## src/common/cpu_pkg.sv

```systemverilog
`default_nettype none

package cpu_pkg;

    localparam int word_width = 8;  // Data bus and register width
    localparam int addr_width = 16; // H high byte, L low byte

    // Instruction opcodes
    typedef enum logic [7:0] {
        op_nop    = 8'h00,
        op_halt   = 8'h01,
        op_ldai   = 8'h02, // A from next byte
        op_ldbi   = 8'h03, // B from next byte
        op_lda_hl = 8'h04, // A from mem[HL]
        op_sta_hl = 8'h05, // A to mem[HL]
        op_add    = 8'h10,
        op_sub    = 8'h11,
        op_and    = 8'h12,
        op_or     = 8'h13,
        op_xor    = 8'h14,
        op_jmp    = 8'h20, // Followed by high, low address bytes
        op_jz     = 8'h21,
        op_mov_ab = 8'h30, // Source first, destination second
        op_mov_ba = 8'h31,
        op_mov_ah = 8'h32,
        op_mov_al = 8'h33
    } opcode_e;

    typedef enum logic [2:0] {
        alu_add,
        alu_sub,
        alu_and,
        alu_or,
        alu_xor
    } alu_op_e;

    // Who drives the internal bus
    typedef enum logic [2:0] {
        bus_none,
        bus_a,
        bus_b,
        bus_h,
        bus_l,
        bus_alu,
        bus_mem
    } bus_src_e;

    typedef enum logic {
        addr_pc, // Instruction stream
        addr_m   // Data access through M
    } addr_sel_e;

endpackage

`default_nettype wire

```

## src/logic/program_counter.sv

```systemverilog
`timescale 1ns/100ps
`default_nettype none

module program_counter (
    input  logic                            clk,
    input  logic                            ireg_reset,
    input  logic                            pc_inc,
    input  logic                            pc_load,
    input  logic [cpu_pkg::addr_width-1:0]  m_addr,
    output logic [cpu_pkg::addr_width-1:0]  pc
);

    always_ff @(posedge clk) begin
        if (ireg_reset) begin
            pc <= '0; // Execution starts at address 0
        end else if (pc_load) begin
            pc <= m_addr; // Jump wins over increment
        end else if (pc_inc) begin
            pc <= pc + 1'b1;
        end
    end

endmodule

`default_nettype wire

```

## config.mk

```make
export PLATFORM = sky130hd
export DESIGN_NAME = program_counter
export DESIGN_NICKNAME = d
export VERILOG_FILES = /design/src/common/cpu_pkg.sv /design/src/logic/program_counter.sv
export SDC_FILE = /design/constraint.sdc
export NUM_CORES = 1
export LEC_CHECK = 0
export ABC_AREA = 1
export BUFFER_PORTS_ARGS = -buffer_cell sky130_fd_sc_hd__buf_4
export CAP_MARGIN = 15
export CORE_MARGIN = 2
export CORE_UTILIZATION = 44
export DETAILED_ROUTE_END_ITERATION = 7
export GPL_ROUTABILITY_DRIVEN = 0
export MAX_ROUTING_LAYER = met4
export PLACE_DENSITY = 0.75
export SYNTH_ARGS = -nofsm -noshare
export SYNTH_HDL_FRONTEND = slang
export SYNTH_SLANG_ARGS = --single-unit
```

## constraint.sdc

```tcl
create_clock -name clk -period 1.4 [get_ports clk]
set_clock_uncertainty 0.1 [all_clocks]
set_input_delay 0.28 -clock clk [delete_from_list [all_inputs] [get_ports clk]]
set_output_delay 0.28 -clock clk [all_outputs]
set_load 0.03 [all_outputs]
```

==> results.toml <==
[pwr]
p_clk_share_pct = 28.3
swShare_pct = 31.1
p_seq_share_pct = 47.4
comb_power_share_pct = 24.3
power.density_mw_per_mm2 = 783
p_sw_uw = 348
p_int_uw = 772
p_leak_nw = 0.633
ir_drop_uv = 868

[floorplan]
die_area_mm2 = 0.00270
rows = 17
ios = 36
start_util_pct = 46.1
die_h_um = 51.9
die_w_um = 51.9
core_area_mm2 = 0.00219

[timing]
worst_pin_slew_ps = 304
slew-limit-headroom_pct = 79.7
finalCritPeriodShare_pct = 96.5
max_clock_freq_ghz = 0.740
hold_slack_ps = 133
hold_viol = 0
min_period_ps = 1350
slew_viol_final = 0
finalSetupViolations = 0
fin_tns_setup_ps = 0

[placement]
placed_area_mm2 = 0.00136
port_buffers = 35
hpwl_um = 2180
place_inst = 215

[cells_and_area]
top_register = "pc"
nFillCells = 195
final_common_cell = "buf_4"
syn_to_final_growth_pct = 41.6
mostFrequentLayoutCells = "buf_4 (44), nand2_1 (34), nand3_1 (15)"
fin_cells = 220
fin_util_pct = 65.3
largest_reg_flops = 16
top_regs = "pc (16)"
fin_area_mm2 = 0.00143
n_antenna_cell = 0
fin_nets = 214
drive_gt1_share_pct = 38.5

[clock_tree]
cts-root-buf = "clkbuf_4"
numCtsBuffers = 3
clock-sinks = 16
cts_tree = "built"
clockBufferDepth = 2
htree_levels = 1
clock_latency_ps = 300
holdBufCountCts = 0
path_clk_slew_ps = 100

[grt]
antenna_found_initial = 0
track_usage_pct = 23.7
grt_max_degree = 13
grt.overflow.total = 0
grt_pass1_vias = 1044
grt_pass1_wl_um = 4620

[yosys]
ys_seq_elements = 16
syn_area_mm2 = 0.00101
syn_inst = 148
postSynthAreaPerCell_um2 = 6.83
ys_seq_area_share_pct = 31.7
synth_nets = 169
yosys_warnings = 0
synth.distinct_cells = 23

[setup_path]
slowest_delay_ps = 380
crit_chain = "buf_4, buf_4"
crit_fanout = 4
crit_path_end_kind = "primary output"
start_kind = "flop"
crit_top_cell = "buf_4"
required_ps = 1020
path_buf_inv = 2
crit_arrival_ps = 970
critPathSlowestCell = "dfxtp_1"
cp_top_family = "flip-flops"
critical_path_class = "flop to primary output"

[worst_hold_path]
hold_class = "primary input to flop"

[route]
ant_nets = 0
vias_per_cell = 5.30
drt_iter0_drc = 31
dr.pass1.iters = 4
drc_errors = 0
vias = 1165
wl_per_cell_um = 13.0
drt-total-wl_um = 2870

[outcome]
status = "complete, no violations"

[job]
maxCapViolCount = 0
-- kinds of logic (layout without fill, tap and decap cells) --
kind of cell	after synthesis	in the layout	share of synthesized area, %
flops	16	16	31.7
compound gates	33	33	20.3
buf+inv	19	63	7.55
fa+ha+maj	1	1	1.24
simple gates	72	72	33.2
xor+xnor	7	7	6.06
-- layout make-up --
| type | count | area, µm² | share of cell area [%] |
|---|---|---|---|
| multi-input cells | 113 | 634 | 44.3 |
| flip-flops and latches | 16 | 339 | 23.7 |
| repair buffers | 44 | 330 | 23.1 |
| inverters | 15 | 56.3 | 3.93 |
| clock buffers | 4 | 36.3 | 2.53 |
| well taps | 28 | 35.0 | 2.45 |
-- path summary, 6_finish.rpt --
kind / startpoint / to / slack (ps) / cells past startpoint
setup / recovery: pc[11] / pc[11] / 50 / 2
hold / removal: ireg_reset / pc[7] / 130 / 2
setup reg to reg: pc[0] / pc[10] / 110 / 7
hold reg to reg: pc[4] / pc[4] / 440 / 2
-- cells in the mapped netlist --
master	instances	share of area, %
o21ai_1	1	0.49
a21oi_1	13	6.4
xnor2_1	2	1.7
inv_1	15	5.6
dfxtp_1	16	32
clkbuf_1	2	0.74
nand3_2	1	0.99
o21bai_2	1	1.1
buf_2	1	0.49
a22oi_1	10	7.4
nand4_1	3	1.9
o21bai_1	3	2.2
buf_4	1	0.74
nor2_2	6	3.7
xor2_1	5	4.3
nor2_1	8	3.0
ha_1	1	1.2
nand3_1	15	7.4
o21ai_0	4	2.0
nand2_1	34	13
a31oi_1	1	0.62
nor2_4	1	1.1
nand2_2	4	2.5
-- metrics by stage --
stage	setup slack, ps	total power, mW
after floorplan	12.5	0.675
after CTS	11.8	1.12
after global placement	61.2	0.797
final	49.5	1.12
after global routing	-2.09	1.17
after detailed placement	22.2	0.805
-- power by group through the flow --
stage | logic (mW) | registers [mW] | clock network (mW)
3_3_place_gp | 0.263 | 0.534 | 0
5_1_grt | 0.297 | 0.536 | 0.337
2_1_floorplan | 0.0886 | 0.586 | 0
4_1_cts | 0.270 | 0.525 | 0.325
6_report | 0.272 | 0.531 | 0.317
3_5_place_dp | 0.269 | 0.536 | 0
-- what timing repair did --
| item | CTS | global route |
|---|---|---|
| endpoints found under the setup margin | 1 | 7 |
| buffers inserted | 0 | 1 |
| pin swaps | 0 | 1 |
| cloned | 0 | 0 |
| resized for setup | 1 | 6 |
-- per-layer routing --
metal	GRT usage, %	vias to the layer above	part of all wire [%]
li1	-	584	-
met1	29.1	540	43
met2	39.0	37	51
met3	5.17	4	5.0
met4	6.58	0	1.2
met5	-	-	0
(Power assumes the default switching activity.)
