<file path="config.mk">
export PLATFORM = sky130hd
export DESIGN_NAME = alu
export DESIGN_NICKNAME = d
export VERILOG_FILES = /design/src/common/cpu_pkg.sv /design/src/datapath/alu.sv
export SDC_FILE = /design/constraint.sdc
export NUM_CORES = 1
export LEC_CHECK = 0
export ABC_AREA = 1
export BUFFER_PORTS_ARGS = -buffer_cell sky130_fd_sc_hd__buf_2
export CORE_UTILIZATION = 55
export DETAILED_ROUTE_END_ITERATION = 6
export PLACE_DENSITY = 0.92
export SETUP_SLACK_MARGIN = 0.15
export SYNTH_ARGS = -nofsm -noshare
export SYNTH_HDL_FRONTEND = slang
export SYNTH_SLANG_ARGS = --single-unit
export TNS_END_PERCENT = 100
</file>
<file path="constraint.sdc">
create_clock -name vclk -period 3
set_input_delay 0.45 -clock vclk [all_inputs]
set_output_delay 0.45 -clock vclk [all_outputs]
set_load 0.005 [all_outputs]
</file>
<file path="src/common/cpu_pkg.sv">
`default_nettype none

package cpu_pkg;

    localparam int word_width = 8;  // Data bus and register width
    localparam int addr_width = 16; // H high byte, L low byte

    // Instruction opcodes
    typedef enum logic [7:0] {
        op_nop    = 8'h00,
        op_halt   = 8'h01,
        op_ldai   = 8'h02, // A from next byte
        op_ldbi   = 8'h03, // B from next byte
        op_lda_hl = 8'h04, // A from mem[HL]
        op_sta_hl = 8'h05, // A to mem[HL]
        op_add    = 8'h10,
        op_sub    = 8'h11,
        op_and    = 8'h12,
        op_or     = 8'h13,
        op_xor    = 8'h14,
        op_jmp    = 8'h20, // Followed by high, low address bytes
        op_jz     = 8'h21,
        op_mov_ab = 8'h30, // Source first, destination second
        op_mov_ba = 8'h31,
        op_mov_ah = 8'h32,
        op_mov_al = 8'h33
    } opcode_e;

    typedef enum logic [2:0] {
        alu_add,
        alu_sub,
        alu_and,
        alu_or,
        alu_xor
    } alu_op_e;

    // Who drives the internal bus
    typedef enum logic [2:0] {
        bus_none,
        bus_a,
        bus_b,
        bus_h,
        bus_l,
        bus_alu,
        bus_mem
    } bus_src_e;

    typedef enum logic {
        addr_pc, // Instruction stream
        addr_m   // Data access through M
    } addr_sel_e;

endpackage

`default_nettype wire

</file>
<file path="src/datapath/alu.sv">
`timescale 1ns/100ps
`default_nettype none

module alu (
    input  logic [cpu_pkg::word_width-1:0]  a_value,
    input  logic [cpu_pkg::word_width-1:0]  b_value,
    input  cpu_pkg::alu_op_e                alu_op,
    output logic [cpu_pkg::word_width-1:0]  alu_result,
    output logic                            alu_zero
);

    always_comb begin
        case (alu_op)
            cpu_pkg::alu_sub: alu_result = a_value - b_value; // Wraps modulo 256
            cpu_pkg::alu_and: alu_result = a_value & b_value;
            cpu_pkg::alu_or:  alu_result = a_value | b_value;
            cpu_pkg::alu_xor: alu_result = a_value ^ b_value;
            default:          alu_result = a_value + b_value; // Carry dropped
        endcase
    end

    assign alu_zero = (alu_result == '0);

endmodule

`default_nettype wire

</file>
==> qor.csv <==
stage,metric,value,unit
power,switching part of the total power,0.580,
floorplan,# rows,15,
run_status,failing checks,setup timing,
logic_synthesis,cell accounting for the most synthesized area,ha_1,
global_route,total gr overflow,0,
routing,vias post-DR,1378,
floorplan,Chip Height,46.8,um
power,pwr dens,208,nW/um2
logic_synthesis,"Cell Area, Synth",1110,um2
power,worst vdd ir,117,uV
worst_hold_path,Hold EP,alu_result[7],
routing,Vias per Instance,5.26,
finish,FF+latch count,0,
routing,DR iter-0 viols,48,
power,Clock power frac,0,
routing,met2 wire length,1.67,mm
routing,Met3 Wirelength,236,um
finish,Reg area,0,um2
floorplan,die area,2190,um2
timing,RSZ-0062 raised after global routing,yes,
place,placed wire-length estimate,2.30,mm
floorplan,IO Pins,28,
timing,post-route minimum period,3.01,ns
global_route,initial antenna violation count,0,
place,GPL Wtd Cong,0.902,
setup_path,CP Capture Type,output port,
routing,Wirelength per Cell,13.1,um
floorplan,Starting Density,0.614,
logic_synthesis,top post-synthesis cells by area,"ha_1 27%, nand2_1 19%, inv_1 18%",
timing,final worst path period share,1.00,
finish,fin nets,283,
setup_path,Worst Setup Start Kind,primary input,
run_status,status,"complete, but fails checks",
timing,"Slew Viols, Final",0,
logic_synthesis,Yosys cell types,23,
power,LEAKAGE,0.931,nW
finish,ANT cells,0,
place,pre-CTS setup slack,-0.103,ns
global_route,vias in the first global route,1137,
power,Logic pwr share,1.000,
setup_path,CP Max Fanout,3,
place,PortBufs,28,
logic_synthesis,Yosys top cell area share,0.271,
timing,fin worst setup slack,-0.0112,ns
logic_synthesis,Mapped Cells,201,
global_route,largest net degree at the start of global routing,10,
finish,layout cell share with drive strength beyond 1,0.270,
power,Internal,0.127,mW
routing,DRC Markers,0,
routing,router iterations before antenna repair,4,
logic_synthesis,syn nets,245,
worst_hold_path,min-delay src,b_value[7],
routing,highest metal used,met4,
worst_hold_path,Hold Crit Class,primary input to output port,
logic_synthesis,mean post-synth cell area,5.50,um2
global_route,global-route wire length before repair,4.56,mm
finish,CLK BUF,0,
routing,DRT antenna net count,0,
global_route,GRT Resource Usage Total,0.285,
timing,Slew @ Worst Pin,0.287,ns
place,total placed cells including tap cells,259,
timing,# setup viols final,1,
timing,final hold vios,0,
setup_path,Critical Path RT,2.55,ns
timing,Fmax,332,MHz
setup_path,crit-path most repeated cell,nand2_1,
floorplan,core footprint,1800,um2
floorplan,Die Wd,46.8,um
power,Final Power,0.304,mW
finish,count of non-filler cells in the finished layout,262,
setup_path,CP Class,primary input to output port,
worst_hold_path,hold path depth,5,
power,Seq pwr share,0,
logic_synthesis,"Seq/Total Area, Yosys",0,
power,P_sw,0.176,mW
routing,final WL,3.44,mm
flow_run,max_cap viols,0,
setup_path,CP cell instances,"buf_8, inv_6, ha_4, inv_2, nor3_2, inv_1, o31ai_2, xor2_1, inv_1, ha_4, nand2_4, nor2_1, a21oi_2, nand3_1, nand2_1, nand2_1, nand2_1, nor2_1, buf_2",
setup_path,slowest CP cell,ha_4,
routing,Met1 Wirelength,1.43,mm
timing,Max transition margin,0.807,
logic_synthesis,Syn. warnings,0,
finish,area added between synthesis and finish,31.7,%
setup_path,critical path arrival,2.56,ns
timing,WHS,1.42,ns
setup_path,crit-path max cell delay,0.32,ns
## Yosys cell counts (all sizes together) (4+ instances only)
| master | instances |
|---|---|
| ha | 24 |
| inv | 55 |
| a21oi | 5 |
| nor2 | 16 |
| nand2 | 60 |
| nand3 | 21 |
| o21ai | 4 |
| xor2 | 7 |
## final cells by class
class	count	area, um2
well taps	25	31.3
repair buffers	36	216
multi-input cells	145	990
fillers	139	345
inverters	56	219
## stage by stage
stage / cell area [um2] / TNS (ns) / utilization
2_1_floorplan: 1110 / 0 / -
3_3_place_gp: 1320 / -0.0106 / 0.730
3_5_place_dp: 1320 / -0.126 / 0.730
4_1_cts: 1400 / 0 / 0.778
5_1_grt: 1460 / -0.347 / 0.808
6_report: 1460 / -0.0112 / 0.808
## layout by cell type (no fill, tap or decap), types with 3 or more instances in the layout
master / n
nand2_1: 54
inv_1: 50
buf_2: 26
nand3_1: 20
ha_1: 20
nor2_1: 12
buf_4: 8
xor2_1: 7
nand2_2: 5
a21oi_2: 4
nor2_2: 4
ha_4: 4
inv_2: 3
o21ai_1: 3
## routing by layer
layer	GRT usage	vias to the layer above
li1	-	687
met1	0.380	599
met2	0.522	75
met3	0.00769	17
met4	0.0343	0
met5	0	-
## cell families after synthesis
family | share of synthesized area
xor gates and xnor gates | 0.0554
and+or+nand+nor | 0.390
adders and majority gates | 0.290
buffers and inverters | 0.191
AOI/OAI and AO/OA | 0.0735
## power by group through the flow
stage / Clock, mW / Sequential (mW) / Combinational (mW)
6_report: 0 / 0 / 0.304
5_1_grt: 0 / 0 / 0.335
4_1_cts: 0 / 0 / 0.267
3_5_place_dp: 0 / 0 / 0.249
3_3_place_gp: 0 / 0 / 0.242
2_1_floorplan: 0 / 0 / 0.166
## how the worst max path moves through the flow
stage,from,to,slack (ns),cells past startpoint
3_3_place_gp,b_value[0],alu_zero,-0.01,22
4_1_cts,b_value[1],alu_zero,0.07,22
3_5_place_dp,b_value[0],alu_zero,-0.10,22
6_report,b_value[0],alu_zero,-0.01,19
2_1_floorplan,b_value[1],alu_zero,0.19,20
5_1_grt,b_value[0],alu_zero,-0.22,18
## worst max-delay path, delay by kind of cell
kind            cells  cell delay (ns)
xor+xnor            1             0.19
simple gates        8             0.68
buf+inv             6             0.48
compound gates      2             0.30
fa+ha+maj           2             0.44
## timing repair
action	4_1_cts	5_1_grt
setup endpoints to repair	2	4
pin swaps	7	12
cloned	0	0
hold buffers	0	0
gates resized for setup	17	12
setup buffers	2	1
No activity file was read; power rests on OpenSTA's default activity.
