<file path="src/common/cpu_pkg.sv">
`default_nettype none

package cpu_pkg;

    localparam int word_width = 8;  // Data bus and register width
    localparam int addr_width = 16; // H high byte, L low byte

    // Instruction opcodes
    typedef enum logic [7:0] {
        op_nop    = 8'h00,
        op_halt   = 8'h01,
        op_ldai   = 8'h02, // A from next byte
        op_ldbi   = 8'h03, // B from next byte
        op_lda_hl = 8'h04, // A from mem[HL]
        op_sta_hl = 8'h05, // A to mem[HL]
        op_add    = 8'h10,
        op_sub    = 8'h11,
        op_and    = 8'h12,
        op_or     = 8'h13,
        op_xor    = 8'h14,
        op_jmp    = 8'h20, // Followed by high, low address bytes
        op_jz     = 8'h21,
        op_mov_ab = 8'h30, // Source first, destination second
        op_mov_ba = 8'h31,
        op_mov_ah = 8'h32,
        op_mov_al = 8'h33
    } opcode_e;

    typedef enum logic [2:0] {
        alu_add,
        alu_sub,
        alu_and,
        alu_or,
        alu_xor
    } alu_op_e;

    // Who drives the internal bus
    typedef enum logic [2:0] {
        bus_none,
        bus_a,
        bus_b,
        bus_h,
        bus_l,
        bus_alu,
        bus_mem
    } bus_src_e;

    typedef enum logic {
        addr_pc, // Instruction stream
        addr_m   // Data access through M
    } addr_sel_e;

endpackage

`default_nettype wire

</file>
<file path="src/control/controller.sv">
`timescale 1ns/100ps
`default_nettype none

module controller (
    input  logic                            clk,
    input  logic                            ireg_reset,
    input  logic                            run,
    input  logic                            zero_flag,
    input  logic [cpu_pkg::word_width-1:0]  bus,
    output cpu_pkg::bus_src_e               bus_src,
    output logic                            a_load,
    output logic                            b_load,
    output logic                            h_load,
    output logic                            l_load,
    output logic                            mh_load,
    output logic                            ml_load,
    output logic                            flag_load,
    output cpu_pkg::alu_op_e                alu_op,
    output cpu_pkg::addr_sel_e              addr_sel,
    output logic                            mem_we,
    output logic                            pc_inc,
    output logic                            pc_load,
    output logic                            halted,
    output logic [3:0]                      stage_no
);

    cpu_pkg::opcode_e ir;     // Instruction register
    logic [3:0]       stage;
    logic             active;
    logic             fetch_step; // Last stage of every instruction
    logic             halt_set;

    assign active   = run && !halted;
    assign stage_no = stage;

    always_ff @(posedge clk) begin
        if (ireg_reset) begin
            ir     <= cpu_pkg::op_nop;
            stage  <= 4'd0;
            halted <= 1'b0;
        end else begin
            if (fetch_step) begin
                ir <= cpu_pkg::opcode_e'(bus);
            end
            if (active) begin
                stage <= fetch_step ? 4'd0 : stage + 4'd1;
            end
            if (halt_set) begin
                halted <= 1'b1; // Sticky until reset
            end
        end
    end

    always_comb begin
        case (ir)
            cpu_pkg::op_sub: alu_op = cpu_pkg::alu_sub;
            cpu_pkg::op_and: alu_op = cpu_pkg::alu_and;
            cpu_pkg::op_or:  alu_op = cpu_pkg::alu_or;
            cpu_pkg::op_xor: alu_op = cpu_pkg::alu_xor;
            default:         alu_op = cpu_pkg::alu_add;
        endcase
    end

    always_comb begin
        bus_src    = cpu_pkg::bus_none;
        addr_sel   = cpu_pkg::addr_pc;
        a_load     = 1'b0;
        b_load     = 1'b0;
        h_load     = 1'b0;
        l_load     = 1'b0;
        mh_load    = 1'b0;
        ml_load    = 1'b0;
        flag_load  = 1'b0;
        mem_we     = 1'b0;
        pc_inc     = 1'b0;
        pc_load    = 1'b0;
        fetch_step = 1'b0;
        halt_set   = 1'b0;

        if (active) begin
            case (ir)
                cpu_pkg::op_halt: begin
                    halt_set = 1'b1;
                end
                cpu_pkg::op_ldai, cpu_pkg::op_ldbi: begin
                    if (stage == 4'd0) begin // Immediate byte at pc
                        bus_src = cpu_pkg::bus_mem;
                        a_load  = (ir == cpu_pkg::op_ldai);
                        b_load  = (ir == cpu_pkg::op_ldbi);
                        pc_inc  = 1'b1;
                    end else begin
                        fetch_step = 1'b1;
                    end
                end
                cpu_pkg::op_lda_hl, cpu_pkg::op_sta_hl: begin
                    case (stage)
                        4'd0: begin
                            bus_src = cpu_pkg::bus_h;
                            mh_load = 1'b1;
                        end
                        4'd1: begin
                            bus_src = cpu_pkg::bus_l;
                            ml_load = 1'b1;
                        end
                        4'd2: begin
                            addr_sel = cpu_pkg::addr_m;
                            if (ir == cpu_pkg::op_lda_hl) begin
                                bus_src = cpu_pkg::bus_mem;
                                a_load  = 1'b1;
                            end else begin
                                bus_src = cpu_pkg::bus_a;
                                mem_we  = 1'b1;
                            end
                        end
                        default: fetch_step = 1'b1;
                    endcase
                end
                cpu_pkg::op_add, cpu_pkg::op_sub, cpu_pkg::op_and,
                cpu_pkg::op_or, cpu_pkg::op_xor: begin
                    if (stage == 4'd0) begin // Result and flag in one cycle
                        bus_src   = cpu_pkg::bus_alu;
                        a_load    = 1'b1;
                        flag_load = 1'b1;
                    end else begin
                        fetch_step = 1'b1;
                    end
                end
                cpu_pkg::op_jmp, cpu_pkg::op_jz: begin
                    if (ir == cpu_pkg::op_jz && !zero_flag) begin
                        // Not taken, step over both address bytes
                        if (stage < 4'd2) begin
                            pc_inc = 1'b1;
                        end else begin
                            fetch_step = 1'b1;
                        end
                    end else begin
                        case (stage)
                            4'd0: begin
                                bus_src = cpu_pkg::bus_mem;
                                mh_load = 1'b1;
                                pc_inc  = 1'b1;
                            end
                            4'd1: begin
                                bus_src = cpu_pkg::bus_mem;
                                ml_load = 1'b1;
                                pc_inc  = 1'b1;
                            end
                            4'd2: pc_load = 1'b1; // Target from M
                            default: fetch_step = 1'b1;
                        endcase
                    end
                end
                cpu_pkg::op_mov_ab, cpu_pkg::op_mov_ba,
                cpu_pkg::op_mov_ah, cpu_pkg::op_mov_al: begin
                    if (stage == 4'd0) begin
                        bus_src = (ir == cpu_pkg::op_mov_ba) ? cpu_pkg::bus_b : cpu_pkg::bus_a;
                        a_load  = (ir == cpu_pkg::op_mov_ba);
                        b_load  = (ir == cpu_pkg::op_mov_ab);
                        h_load  = (ir == cpu_pkg::op_mov_ah);
                        l_load  = (ir == cpu_pkg::op_mov_al);
                    end else begin
                        fetch_step = 1'b1;
                    end
                end
                default: fetch_step = 1'b1; // NOP and unknown opcodes
            endcase

            if (fetch_step) begin // Next opcode from mem[pc]
                bus_src  = cpu_pkg::bus_mem;
                addr_sel = cpu_pkg::addr_pc;
                pc_inc   = 1'b1;
            end
        end
    end

endmodule

`default_nettype wire

</file>
<file path="config.mk">
export PLATFORM = sky130hd
export DESIGN_NAME = controller
export DESIGN_NICKNAME = d
export VERILOG_FILES = /design/src/common/cpu_pkg.sv /design/src/control/controller.sv
export SDC_FILE = /design/constraint.sdc
export NUM_CORES = 1
export LEC_CHECK = 0
export ABC_AREA = 1
export BUFFER_PORTS_ARGS = -buffer_cell sky130_fd_sc_hd__buf_2
export CORE_AREA = 2 2 54 56
export CTS_BUF_LIST = sky130_fd_sc_hd__clkbuf_4
export DETAILED_ROUTE_END_ITERATION = 6
export DIE_AREA = 0 0 56 58
export PLACE_DENSITY = 0.72
export SETUP_SLACK_MARGIN = 0.02
export SKIP_LAST_GASP = 1
export SLEW_MARGIN = 20
export SYNTH_ARGS = -nofsm -noshare
export SYNTH_HDL_FRONTEND = slang
export SYNTH_SLANG_ARGS = --single-unit
</file>
<file path="constraint.sdc">
create_clock -name clk -period 1.5 [get_ports clk]
set_input_delay 0.15 -clock clk [delete_from_list [all_inputs] [get_ports clk]]
set_output_delay 0.15 -clock clk [all_outputs]
set_load 0.02 [all_outputs]
</file>
==> impl_metrics.json <==
{
  "n_antenna_cell": 0,
  "synthesis.nets": 217,
  "vias": 1676,
  "cts_tree": "built",
  "coreArea_mm2": 0.002663,
  "p_per_area_mw_per_mm2": 2270,
  "maxCapViolations": 0,
  "via_per_inst": 5.221,
  "grt_pass1_wl_mm": 6.334,
  "numPortBuffers": 33,
  "tightest_slew_ns": 0.3253,
  "hold_viol": 0,
  "ys_ff_latch": 13,
  "ir_drop_mv": 1.642,
  "grtUsageTotal_pct": 24.09,
  "fp.dieW_um": 56,
  "place_area_mm2": 0.001828,
  "synth_top_cell_area_share_pct": 22.39,
  "numClockSinks": 13,
  "cp_slowest_cell": "dfxtp_4",
  "antenna_found_initial": 0,
  "dp.final_hpwl_mm": 2.769,
  "firstDrtPassIters": 4,
  "worstPathRequired_ns": 1.35,
  "clock.fmax_mhz": 484.5,
  "rsz0062_at_grt": "yes",
  "wire_per_inst_um": 13.56,
  "synthDistinctLibCells": 28,
  "yosys.area.top_type": "dfxtp_1",
  "wirelength_mm": 4.354,
  "grt_max_degree": 15,
  "post-place-ws_ns": -0.2639,
  "crit_buf_inv": 2,
  "critPathMaxFanout": 5,
  "max_slew_margin_pct": 78.11,
  "fin_area_mm2": 0.002187,
  "tns_ns": -10.57,
  "finalCritPeriodShare_pct": 137.6,
  "synth_area_per_cell_um2": 5.783,
  "synth-simple-area-share_pct": 48.55,
  "cp.depth": 10,
  "rows": 19,
  "drive_above_1_share_pct": 58.97,
  "status": "finished, violations left",
  "numCtsBuffers": 3,
  "syn_area_mm2": 0.001162,
  "yosysSeqAreaShare_pct": 22.39,
  "fillers": 174,
  "synth_top_family_by_area": "simple AND/OR/NAND/NOR gates",
  "routabilityCongestion": 0.9233,
  "root_buffer": "clkbuf_4",
  "r2r_cells": 13,
  "drv_slew": 0,
  "crit_family": "simple AND/OR/NAND/NOR gates",
  "clock_skew_ns": 0.003374,
  "yosysWarnings": 0,
  "violations": "setup timing",
  "detail-route-antenna-nets": 0,
  "area_growth_pct": 88.16,
  "p_leak_nw": 1.075,
  "synth.area.mux_share_pct": 0,
  "fin_crit_ns": 2.064,
  "synth-xor-area-share_pct": 0,
  "holdPathStages": 2,
  "critical_path_arrival_ns": 1.91,
  "die_y_um": 58,
  "synth_compound_area_share_pct": 11.52,
  "h-tree-depth": 1,
  "final.setup.worst_slack_ns": -0.5641,
  "grt_pass1_vias": 1502,
  "post-route-drc-count": 0,
  "start_util_pct": 43.66,
  "crit_type": "reg -> out",
  "path_clk_slew_ns": 0.08,
  "crit_path_end_kind": "output pin",
  "hold_path.class": "in -> reg",
  "synth_fa_ha_area_share_pct": 4.306,
  "cts_buffer_depth": 2,
  "nNetsFinal": 307,
  "fin_cells": 321,
  "synthTopCellsByArea": "dfxtp_1 22%, nand2_1 13%, nor2_1 13%",
  "drt_iter0_markers": 59,
  "finalSetupViolCount": 29,
  "netlist_instances": 201,
  "place_inst": 305,
  "path_cells": "nor2_4 -> buf_6 -> nand3_1 -> nand2_1 -> nor2_2 -> nand3_2 -> nand3_4 -> nand2_4 -> o21ai_4 -> buf_4",
  "die_area_mm2": 0.003248,
  "cpPeakStageDelay_ns": 0.37,
  "io_pins": 34,
  "design_power_total_mw": 4.965,
  "clock_latency_ns": 0.27,
  "worstSetupStartpointType": "register",
  "globalRouteOverflowTotal": 0
}
worst paths after layout:
check | to | startpoint | slack, ns
worst max register to register | ir[6] | ir[6] | -0.48
worst max-delay path | bus_src[1] | ir[2] | -0.56
worst min-delay path | stage_no[1] | ireg_reset | 0.07
worst min register to register | halted | halted | 0.48
stage by stage:
stage                     util [%]  hold WS [ns]
after floorplan                  -        0.2094
final                        82.14       0.07086
after global routing         82.14       0.07473
after global placement       68.66        0.3604
after detailed placement     68.66        0.3592
after CTS                    75.75       0.06969
final cells by class:
type                            count  area (µm²)  area share (%)
Timing Repair Buffer               87       648.1           29.63
Multi-Input combinational cell    148        1020           46.62
Tap cell                           31       38.79           1.773
Clock buffer                        4       30.03           1.373
Sequential cell                    13       292.8           13.39
Inverter                           38       157.7           7.208
cell usage in the layout (no fill, tap or decap), drive strengths merged:
| cell type | n |
|---|---|
| o211ai | 1 |
| clkbuf | 4 |
| clkinv | 1 |
| nor4 | 3 |
| nor3 | 4 |
| ha | 4 |
| o221a | 1 |
| o21ai | 9 |
| inv | 37 |
| nand3 | 25 |
| buf | 87 |
| nor2 | 43 |
| nand2 | 44 |
| a211oi | 1 |
| nand4 | 2 |
| a21oi | 9 |
| a41oi | 2 |
| dfxtp | 13 |
cells in the mapped netlist:
library cell,count
nor3_1,3
nor4_1,3
dfxtp_1,13
nand4_2,1
buf_2,1
o211ai_1,1
a211oi_1,1
inv_1,31
a21oi_1,9
nand3_1,21
nor3_2,1
nor2_4,1
a41oi_1,2
nor2_2,1
inv_4,1
inv_2,5
o221a_2,1
nand4_1,1
clkbuf_1,1
ha_1,4
nand2_1,41
clkinv_1,1
nor2_1,41
nand3_2,3
nand2_4,1
nand2_2,2
o21ai_0,9
nand3_4,1
timing repair:
| item | 4_1_cts | 5_1_grt |
|---|---|---|
| resized for setup | 43 | 37 |
| endpoints found under the setup margin | 29 | 29 |
| pin swaps | 10 | 14 |
| setup buffers | 6 | 8 |
| hold endpoints to repair | 0 | 0 |
| hold buffers | 0 | 0 |
cell families (layout without fill, tap and decap cells):
logic type / Yosys count / count (layout)
adder cells (fa/ha/maj): 4 / 4
flip-flops: 13 / 13
AO/OA/AOI/OAI: 23 / 23
AND/OR/NAND/NOR: 121 / 121
buffers and inverters: 40 / 129
worst register-to-register path, cell delays in order, from the launching register on:
cell     delay, ns
dfxtp_4       0.37
inv_4         0.06
nand2_4       0.06
nor3_4        0.27
nand2_1       0.16
nand3_2       0.16
nand2_1       0.13
nand3_4       0.12
nand2_4       0.08
buf_4         0.14
buf_4         0.14
inv_6         0.08
nor2_1        0.05
nor2_1        0.10
layer usage:
| layer | up-vias | part of all wire, % | GRT usage, % |
|---|---|---|---|
| met3 | 24 | 5.4 | 1.786 |
| li1 | 822 | - | - |
| met5 | - | 0 | 0 |
| met4 | 0 | 4.1 | 12.59 |
| met1 | 752 | 40 | 28.28 |
| met2 | 78 | 50 | 44.03 |
registers in the layout, summed over array words and instances, names as in the netlist:
register and cells:
ir 8, stage_no 4, halted 1
where the power goes:
part           switching [mW]  internal [mW]  total [mW]
clock                   0.113          0.121       0.234
sequential              0.234          0.543       0.776
combinational            2.18           1.77        3.95
total                    2.53           2.44        4.97
No activity file was read; power rests on OpenSTA's default activity.
