--- src/common/cpu_pkg.sv ---
`default_nettype none

package cpu_pkg;

    localparam int word_width = 8;  // Data bus and register width
    localparam int addr_width = 16; // H high byte, L low byte

    // Instruction opcodes
    typedef enum logic [7:0] {
        op_nop    = 8'h00,
        op_halt   = 8'h01,
        op_ldai   = 8'h02, // A from next byte
        op_ldbi   = 8'h03, // B from next byte
        op_lda_hl = 8'h04, // A from mem[HL]
        op_sta_hl = 8'h05, // A to mem[HL]
        op_add    = 8'h10,
        op_sub    = 8'h11,
        op_and    = 8'h12,
        op_or     = 8'h13,
        op_xor    = 8'h14,
        op_jmp    = 8'h20, // Followed by high, low address bytes
        op_jz     = 8'h21,
        op_mov_ab = 8'h30, // Source first, destination second
        op_mov_ba = 8'h31,
        op_mov_ah = 8'h32,
        op_mov_al = 8'h33
    } opcode_e;

    typedef enum logic [2:0] {
        alu_add,
        alu_sub,
        alu_and,
        alu_or,
        alu_xor
    } alu_op_e;

    // Who drives the internal bus
    typedef enum logic [2:0] {
        bus_none,
        bus_a,
        bus_b,
        bus_h,
        bus_l,
        bus_alu,
        bus_mem
    } bus_src_e;

    typedef enum logic {
        addr_pc, // Instruction stream
        addr_m   // Data access through M
    } addr_sel_e;

endpackage

`default_nettype wire

--- src/datapath/reg_bank.sv ---
`timescale 1ns/100ps
`default_nettype none

module reg_bank (
    input  logic                            clk,
    input  logic                            ireg_reset,
    input  logic                            a_load,
    input  logic                            b_load,
    input  logic                            h_load,
    input  logic                            l_load,
    input  logic                            mh_load,
    input  logic                            ml_load,
    input  logic                            flag_load,
    input  cpu_pkg::bus_src_e               bus_src,
    input  logic [cpu_pkg::word_width-1:0]  alu_result,
    input  logic [cpu_pkg::word_width-1:0]  mem_rdata,
    input  logic                            alu_zero,
    output logic [cpu_pkg::word_width-1:0]  bus,
    output logic [cpu_pkg::word_width-1:0]  a_value,
    output logic [cpu_pkg::word_width-1:0]  b_value,
    output logic [cpu_pkg::addr_width-1:0]  m_addr,
    output logic                            zero_flag
);

    logic [cpu_pkg::word_width-1:0] a_reg;
    logic [cpu_pkg::word_width-1:0] b_reg;
    logic [cpu_pkg::word_width-1:0] h_reg;
    logic [cpu_pkg::word_width-1:0] l_reg;
    logic [cpu_pkg::word_width-1:0] mh_reg; // Memory address high byte
    logic [cpu_pkg::word_width-1:0] ml_reg; // Memory address low byte

    always_ff @(posedge clk) begin
        if (ireg_reset) begin
            a_reg     <= '0;
            b_reg     <= '0;
            h_reg     <= '0;
            l_reg     <= '0;
            mh_reg    <= '0;
            ml_reg    <= '0;
            zero_flag <= 1'b0;
        end else begin
            if (a_load) begin
                a_reg <= bus;
            end
            if (b_load) begin
                b_reg <= bus;
            end
            if (h_load) begin
                h_reg <= bus;
            end
            if (l_load) begin
                l_reg <= bus;
            end
            if (mh_load) begin
                mh_reg <= bus;
            end
            if (ml_load) begin
                ml_reg <= bus;
            end
            if (flag_load) begin
                zero_flag <= alu_zero;
            end
        end
    end

    // Single internal bus, one source at a time
    always_comb begin
        case (bus_src)
            cpu_pkg::bus_a:   bus = a_reg;
            cpu_pkg::bus_b:   bus = b_reg;
            cpu_pkg::bus_h:   bus = h_reg;
            cpu_pkg::bus_l:   bus = l_reg;
            cpu_pkg::bus_alu: bus = alu_result;
            cpu_pkg::bus_mem: bus = mem_rdata;
            default:          bus = '0; // Idle bus
        endcase
    end

    assign a_value = a_reg;
    assign b_value = b_reg;
    assign m_addr  = {mh_reg, ml_reg};

endmodule

`default_nettype wire

--- config.mk ---
export PLATFORM = sky130hd
export DESIGN_NAME = reg_bank
export DESIGN_NICKNAME = d
export VERILOG_FILES = /design/src/common/cpu_pkg.sv /design/src/datapath/reg_bank.sv
export SDC_FILE = /design/constraint.sdc
export NUM_CORES = 1
export LEC_CHECK = 0
export ABC_CLOCK_PERIOD_IN_PS = 1400
export BUFFER_PORTS_ARGS = -buffer_cell sky130_fd_sc_hd__buf_2
export CAP_MARGIN = 10
export CORE_MARGIN = 2
export CORE_UTILIZATION = 50
export DETAILED_ROUTE_END_ITERATION = 10
export GPL_TIMING_DRIVEN = 1
export PLACE_DENSITY_LB_ADDON = 0.2
export SKIP_CTS_REPAIR_TIMING = 1
export SKIP_LAST_GASP = 1
export SLEW_MARGIN = 0
export SYNTH_ARGS = -nofsm -noshare
export SYNTH_HDL_FRONTEND = slang
export SYNTH_SLANG_ARGS = --single-unit
--- constraint.sdc ---
create_clock -name clk -period 1.4 [get_ports clk]
set_input_delay 0.07 -clock clk [delete_from_list [all_inputs] [get_ports clk]]
set_output_delay 0.07 -clock clk [all_outputs]
set_load 0.005 [all_outputs]
==> key figures, run 1 <==
Status
  • Status: complete, but fails checks
  • Failing checks: setup timing

Logic synthesis
  • Synth area leaders: dfxtp_1 (43%), a211oi_2 (9.8%), nand2b_1 (9.8%)
  • Most common cell in the synthesized netlist: dfxtp_1
  • Post-synth top cells: dfxtp_1 (49), nand2b_1 (36), o22ai_1 (31), nor2_1 (20), a211oi_2 (18)
  • Syn. warnings: 0
  • Sequential-to-total area share from yosys stat: 0.4268
  • Share of the synthesized area in the top cell type: 0.4268
  • Yosys cell types: 27
  • Top_reg_cell synth: dfxtp_1
  • Syn Std Cell Area: 2298 um2
  • Synth area leader: dfxtp_1
  • Fraction of registers with async set/reset: 0
  • Seq cells post-synth: 49
  • Post-synth net total: 256
  • Number of flops mapped to enable cells by yosys: 0
  • Post-Synthesis Cells: roughly 230
  • Avg Inst Size Synth: 10.13 um2

Floorplan
  • Initial Util: 0.5243
  • Ports: 70
  • Full die area: 5155 um2
  • Die X: 71.80 um
  • Chip Height: between 70 and 80 um
  • Core area: between 4000 and 5000 um2
  • Floorplan row count: 24

Place
  • IO buf count: 69
  • Area after DPL: 2708 um2
  • Post-detail-place hpwl: between 3000 and 4000 um
  • Routability cong.: between 0.8 and 0.9

Timing
  • Final Hold Fails: 0
  • Final-report setup violation count: 8
  • Fin crit period: 1.601 ns
  • Post-route clock period utilization: 1.144
  • FMAX: about 0.62 GHz
  • Setup TNS: -0.7778 ns
  • RSZ-0062 raised after global routing: true
  • Final setup margin: -0.2011 ns
  • Rel. slew slack: 0.6901
  • Slew @ Worst Pin: ~0.46 ns
  • Setup Skew: 0.004385 ns
  • Max-slew violation count: 0

Pwr
  • Cell Int Power: 0.002384 W
  • Lkg Pwr: 1.338 nW
  • Switching Share: 0.2662
  • Clock network power share: 0.308
  • Power density over cell area: around 1100 nW/um2
  • NetSw: slightly below 0.0009 W
  • Comb pwr share: 0.214
  • Sequential share of power: 0.478
  • Peak VDD IR: ~0.71 mV

CTS
  • Root Driver: clkbuf_8
  • CTS tree: built
  • CTS H-tree depth: 2
  • Latest clock arrival within the worst-skew pair: 0.30 ns
  • CTS Buf Count: 5
  • Clk buf depth: 2
  • Reg clk slew, reported paths: 0.09 ns
  • Sink Count: around 50

Layout
  • Share of layout cells above drive strength 1: 0.5000
  • Post-layout net count: 350
  • Area grow syn2layout: 32.61%
  • Ant diodes: 0
  • Fin area: 3048 um2

Route
  • Vias per cell: around 5.6
  • DRT antenna net count: 0
  • Vias post-DR: 2084
  • Final wirelength: 5996 um
  • Drt pass-1 iters: 4
  • Drt wl/cell: 16.03 um
  • Initial DRC Count: 158
  • DRC violations left: 0

Global routing
  • GRT Overall Usage: 0.2244
  • Initial antenna violation count: 0
  • Vias in the first global route: 1917
  • Total grt overflow: 0
  • Largest net degree at the start of global routing: 28
  • First-pass GRT wire length: 9066 um

Setup path
  • Launch point of the worst path: l_reg[5]
  • CP arrival: 1.53 ns
  • FF-to-FF path depth: 5
  • Reg2Reg Launch Point: l_reg[5]
  • Critical path startpoint category: register
  • Crit path max fanout: 6
  • CP Data Required Time: 1.33 ns
  • Critical path class: reg -> out
  • Worst setup EP type: primary output

Worst hold path
  • Min-delay src: alu_zero
  • Hold Path Depth: 3
  • Hold Crit Class: in -> reg

Job
  • Max-Cap Viols: 0
-- placed cells by master, fill, tap and decap left out, drive strengths merged --
master	n
inv	9
o31ai	1
dfxtp	49
nor2	20
and2	1
mux2	5
a221o	2
a32oi	3
nor2b	3
buf	105
nand2b	36
o21ai	1
a211oi	18
mux2i	6
clkbuf	6
a221oi	9
clkinv	1
a31o	3
nor3b	1
or2	3
o21a	3
and2b	1
bufinv	1
nand2	4
o22ai	31
-- area by class of cell --
type                       count  area (um2)
tap                           52       65.06
clock buffer                   6       72.57
inverter                       9       33.78
timing repair buffer         105       640.6
fill                         364        1336
clock inverter                 2       38.79
sequential                    49       985.9
multi-input combinational    151        1211
-- metrics by stage --
stage | util | cells | total power, W | setup WS (ns) | hold slack [ns]
finish | 0.6952 | 374 | 0.003249 | -0.2011 | 0.01514
CTS | 0.6430 | 348 | 0.003146 | -0.2347 | 0.008302
global placement | 0.6176 | 340 | 0.002138 | -0.1167 | 0.3135
floorplan | - | 227 | 0.001934 | 0.1880 | 0.2172
detailed placement | 0.6176 | 340 | 0.002149 | -0.2077 | 0.3123
global route | 0.6952 | 374 | 0.003393 | -0.2842 | 0.02746
-- logic make-up (layout without fill, tap and decap cells) --
group,after synthesis,count (layout),synth area share
and+or+nand+nor,69,69,0.1666
muxes,11,11,0.05063
DFF,49,49,0.4268
buffers and inverters,27,122,0.05879
AOI/OAI and AO/OA,71,71,0.2972
-- worst max-delay path: stages (launching register included) --
cell	delay [ns]
dfxtp_2	0.32
mux2_2	0.26
a221o_1	0.34
o21ai_4	0.12
inv_1	0.06
buf_2	0.13
-- power by group through the flow --
stage                     clock network [W]  logic, W  registers [W]
after floorplan                           0  0.000359        0.00157
final                               0.00100  0.000696        0.00155
after CTS                           0.00103  0.000572        0.00155
after global placement                    0  0.000559        0.00158
after detailed placement                  0  0.000570        0.00158
after global routing                0.00107  0.000753        0.00156
-- worst paths after layout --
path / endpoint / slack, ns
max: bus[5] / -0.20
min: zero_flag / 0.02
max reg2reg: mh_reg[5] / -0.02
min reg2reg: ml_reg[2] / 0.49
-- routing by layer --
layer,vias to the layer above,GRT usage,wire length (um)
met3,11,0.04782,361
li1,1019,-,-
met4,0,0.07757,90
met2,65,0.3570,2946
met1,989,0.3030,2598
met5,-,0,0
No activity file was read; power rests on OpenSTA's default activity.
==> run 2, diff against run 1 <==
--- a/config.mk
+++ b/config.mk
@@ -5,7 +5,7 @@
 export SDC_FILE = /design/constraint.sdc
 export NUM_CORES = 1
 export LEC_CHECK = 0
-export ABC_CLOCK_PERIOD_IN_PS = 1400
+export ABC_CLOCK_PERIOD_IN_PS = 1800
 export BUFFER_PORTS_ARGS = -buffer_cell sky130_fd_sc_hd__buf_2
 export CAP_MARGIN = 10
 export CORE_MARGIN = 2
==> constraint.sdc (replaced) <==
create_clock -name clk -period 1.8 [get_ports clk]
set_input_delay 0.09 -clock clk [delete_from_list [all_inputs] [get_ports clk]]
set_output_delay 0.09 -clock clk [all_outputs]
set_load 0.005 [all_outputs]
==> run 2 against run 1 <==
The flow now finishes without violations. Sequential power decreased by 23%. Clock skew increased by 0.0023 ns. First-iteration DRC count increased by 14%. Sequential share of layout area increased by 3.8 points. Design area decreased by 11%. Wire length decreased by 7.9%. Final cell count decreased by 8.8%. Worst hold slack improved by 0.020 ns. Global-route usage decreased by 0.21 points. Critical path type unchanged. Largest power group unchanged. Highest routed layer unchanged.
==> key figures, run 2 (synthesis results as in run 1) <==
CTS
  • CTS Buf Count: 5
  • Latest clock arrival within the worst-skew pair: approximately 0.30 ns
  • Clk buf depth: 2
  • CTS H-tree depth: 2
  • CTS tree: built
  • Reg clk slew, reported paths: about 0.1 ns
  • Sink Count: 49
  • Root Driver: clkbuf_8

Global routing
  • Total grt overflow: 0
  • Largest net degree at the start of global routing: 23
  • GRT Overall Usage: 0.2224
  • First-pass GRT wire length: ~9000 um
  • Vias in the first global route: 1821
  • Initial antenna violation count: 0

Timing
  • Final setup margin: 0.1500 ns
  • Setup TNS: 0 ns
  • Max-slew violation count: 0
  • Post-route clock period utilization: 0.9166
  • Final-report setup violation count: 0
  • FMAX: 0.6061 GHz
  • Setup Skew: 0.006708 ns
  • Slew @ Worst Pin: 0.3726 ns
  • RSZ-0062 raised after global routing: false
  • Final Hold Fails: 0
  • Rel. slew slack: 0.7516
  • Fin crit period: 1.650 ns

Status
  • Status: finished clean

Route
  • Initial DRC Count: 180
  • DRC violations left: 0
  • Drt pass-1 iters: 4
  • Final wirelength: 5521 um
  • Drt wl/cell: 16.19 um
  • DRT antenna net count: 0
  • Vias post-DR: 1932
  • Vias per cell: around 5.7

Floorplan
  • Die X: 71.80 um
  • Ports: 70
  • Initial Util: 0.5243
  • Core area: 4384 um2
  • Full die area: about 5200 um2
  • Floorplan row count: 24
  • Chip Height: 71.80 um

Layout
  • Fin area: 2716 um2
  • Area grow syn2layout: 18.18%
  • Ant diodes: 0
  • Commonest non-fill, non-tap cell in the layout: buf_2
  • Post-layout net count: roughly 320
  • Share of layout cells above drive strength 1: 0.4187
  • Commonest non-fill, non-tap cells in the layout: buf_2 (69), dfxtp_1 (49), nand2b_1 (36), o22ai_1 (31), nor2_1 (20)

Setup path
  • Critical path class: reg -> out
  • Crit path max fanout: 7
  • Worst-path cell chain: mux2_2 > a221oi_1 > a31o_2 > inv_1 > buf_2
  • Setup slack, reg-to-reg: between 0.4 and 0.5 ns
  • Reg-to-reg endpoint: a_value[6]
  • Slowest library cell on the worst path: dfxtp_1
  • Worst path bufs/invs: 2
  • Crit path max-delay family: compound AO/OA/AOI/OAI gates
  • Critical path startpoint category: register
  • FF-to-FF path depth: 4
  • CP max stage delay: 0.32 ns
  • CP Data Required Time: between 1.5 and 2 ns
  • Reg2Reg Launch Point: l_reg[6]
  • Worst setup EP type: primary output
  • CP arrival: 1.56 ns

Place
  • Routability cong.: about 0.85
  • Worst slack, placed: 0.2457 ns
  • Post-detail-place hpwl: just under 4000 um
  • Area after DPL: 2630 um2
  • IO buf count: 69

Pwr
  • Peak VDD IR: between 0.4 and 0.5 mV
  • Lkg Pwr: 1.151 nW
  • Power density over cell area: roughly 840 nW/um2

Worst hold path
  • Hold Path End: zero_flag
  • Hold Path Depth: 3
  • Hold Crit Class: in -> reg
  • Min-delay src: alu_zero

Job
  • Max-Cap Viols: 0
==> run 2: cell count changes in the layout (fill, tap and decap cells not counted), moves of 2 or more <==
cell / change
dfxtp_2: -4
buf_4: -31
a221oi_2: -3
a221oi_1: +3
clkinv_2: +2
dfxtp_1: +4
buf_12: -2
==> run 2: metal layers <==
metal | global-route usage | vias to the layer above | part of all wire
met2 | 0.3395 | 71 | 0.46
met5 | 0 | - | 0
met3 | 0.03938 | 4 | 0.061
met4 | 0.06080 | 0 | 0.0067
met1 | 0.3242 | 905 | 0.47
li1 | - | 952 | -
==> run 2: cell type report <==
| cell class | count | area (um2) |
|---|---|---|
| Timing Repair Buffer | 72 | 367.9 |
| Tap cell | 52 | 65.06 |
| Multi-Input combinational cell | 151 | 1182 |
| Inverter | 9 | 33.78 |
| Clock buffer | 5 | 68.82 |
| Fill cell | 382 | 1668 |
| Clock inverter | 3 | 17.52 |
| Sequential cell | 49 | 980.9 |
==> run 2: stage by stage <==
| stage | util | instances | power, W | hold WS (ns) |
|---|---|---|---|---|
| after floorplan | - | 227 | 0.001504 | 0.2372 |
| after detailed placement | 0.5999 | 333 | 0.001651 | 0.3455 |
| after CTS | 0.6196 | 341 | 0.002278 | 0.02675 |
| after global routing | 0.6196 | 341 | 0.002366 | 0.04552 |
| after global placement | 0.5999 | 333 | 0.001644 | 0.3330 |
| final | 0.6196 | 341 | 0.002273 | 0.03490 |
==> run 2: how the worst max path moves through the flow <==
stage	from	end	slack [ns]	depth (start not counted)
after global placement	bus_src[0]	bus[7]	0.27	6
after floorplan	l_reg[7]	ml_reg[7]	0.59	4
after detailed placement	bus_src[0]	b_value[7]	0.25	5
after global routing	l_reg[2]	bus[2]	0.07	5
after CTS	l_reg[6]	bus[6]	0.16	5
final	l_reg[6]	bus[6]	0.15	5
==> run 2: worst register-to-register path: cells and delay by family, from the launching register on <==
kind,cells,cell delay (ns)
AOI/OAI and AO/OA,3,0.62
DFF,1,0.32
muxes,1,0.26
==> run 2: power breakdown <==
part / switching, W / internal [W] / leakage, nW
sequential: 0.0000481 / 0.00116 / 0.404
combinational: 0.000230 / 0.000194 / 0.704
clock: 0.000376 / 0.000269 / 0.0439
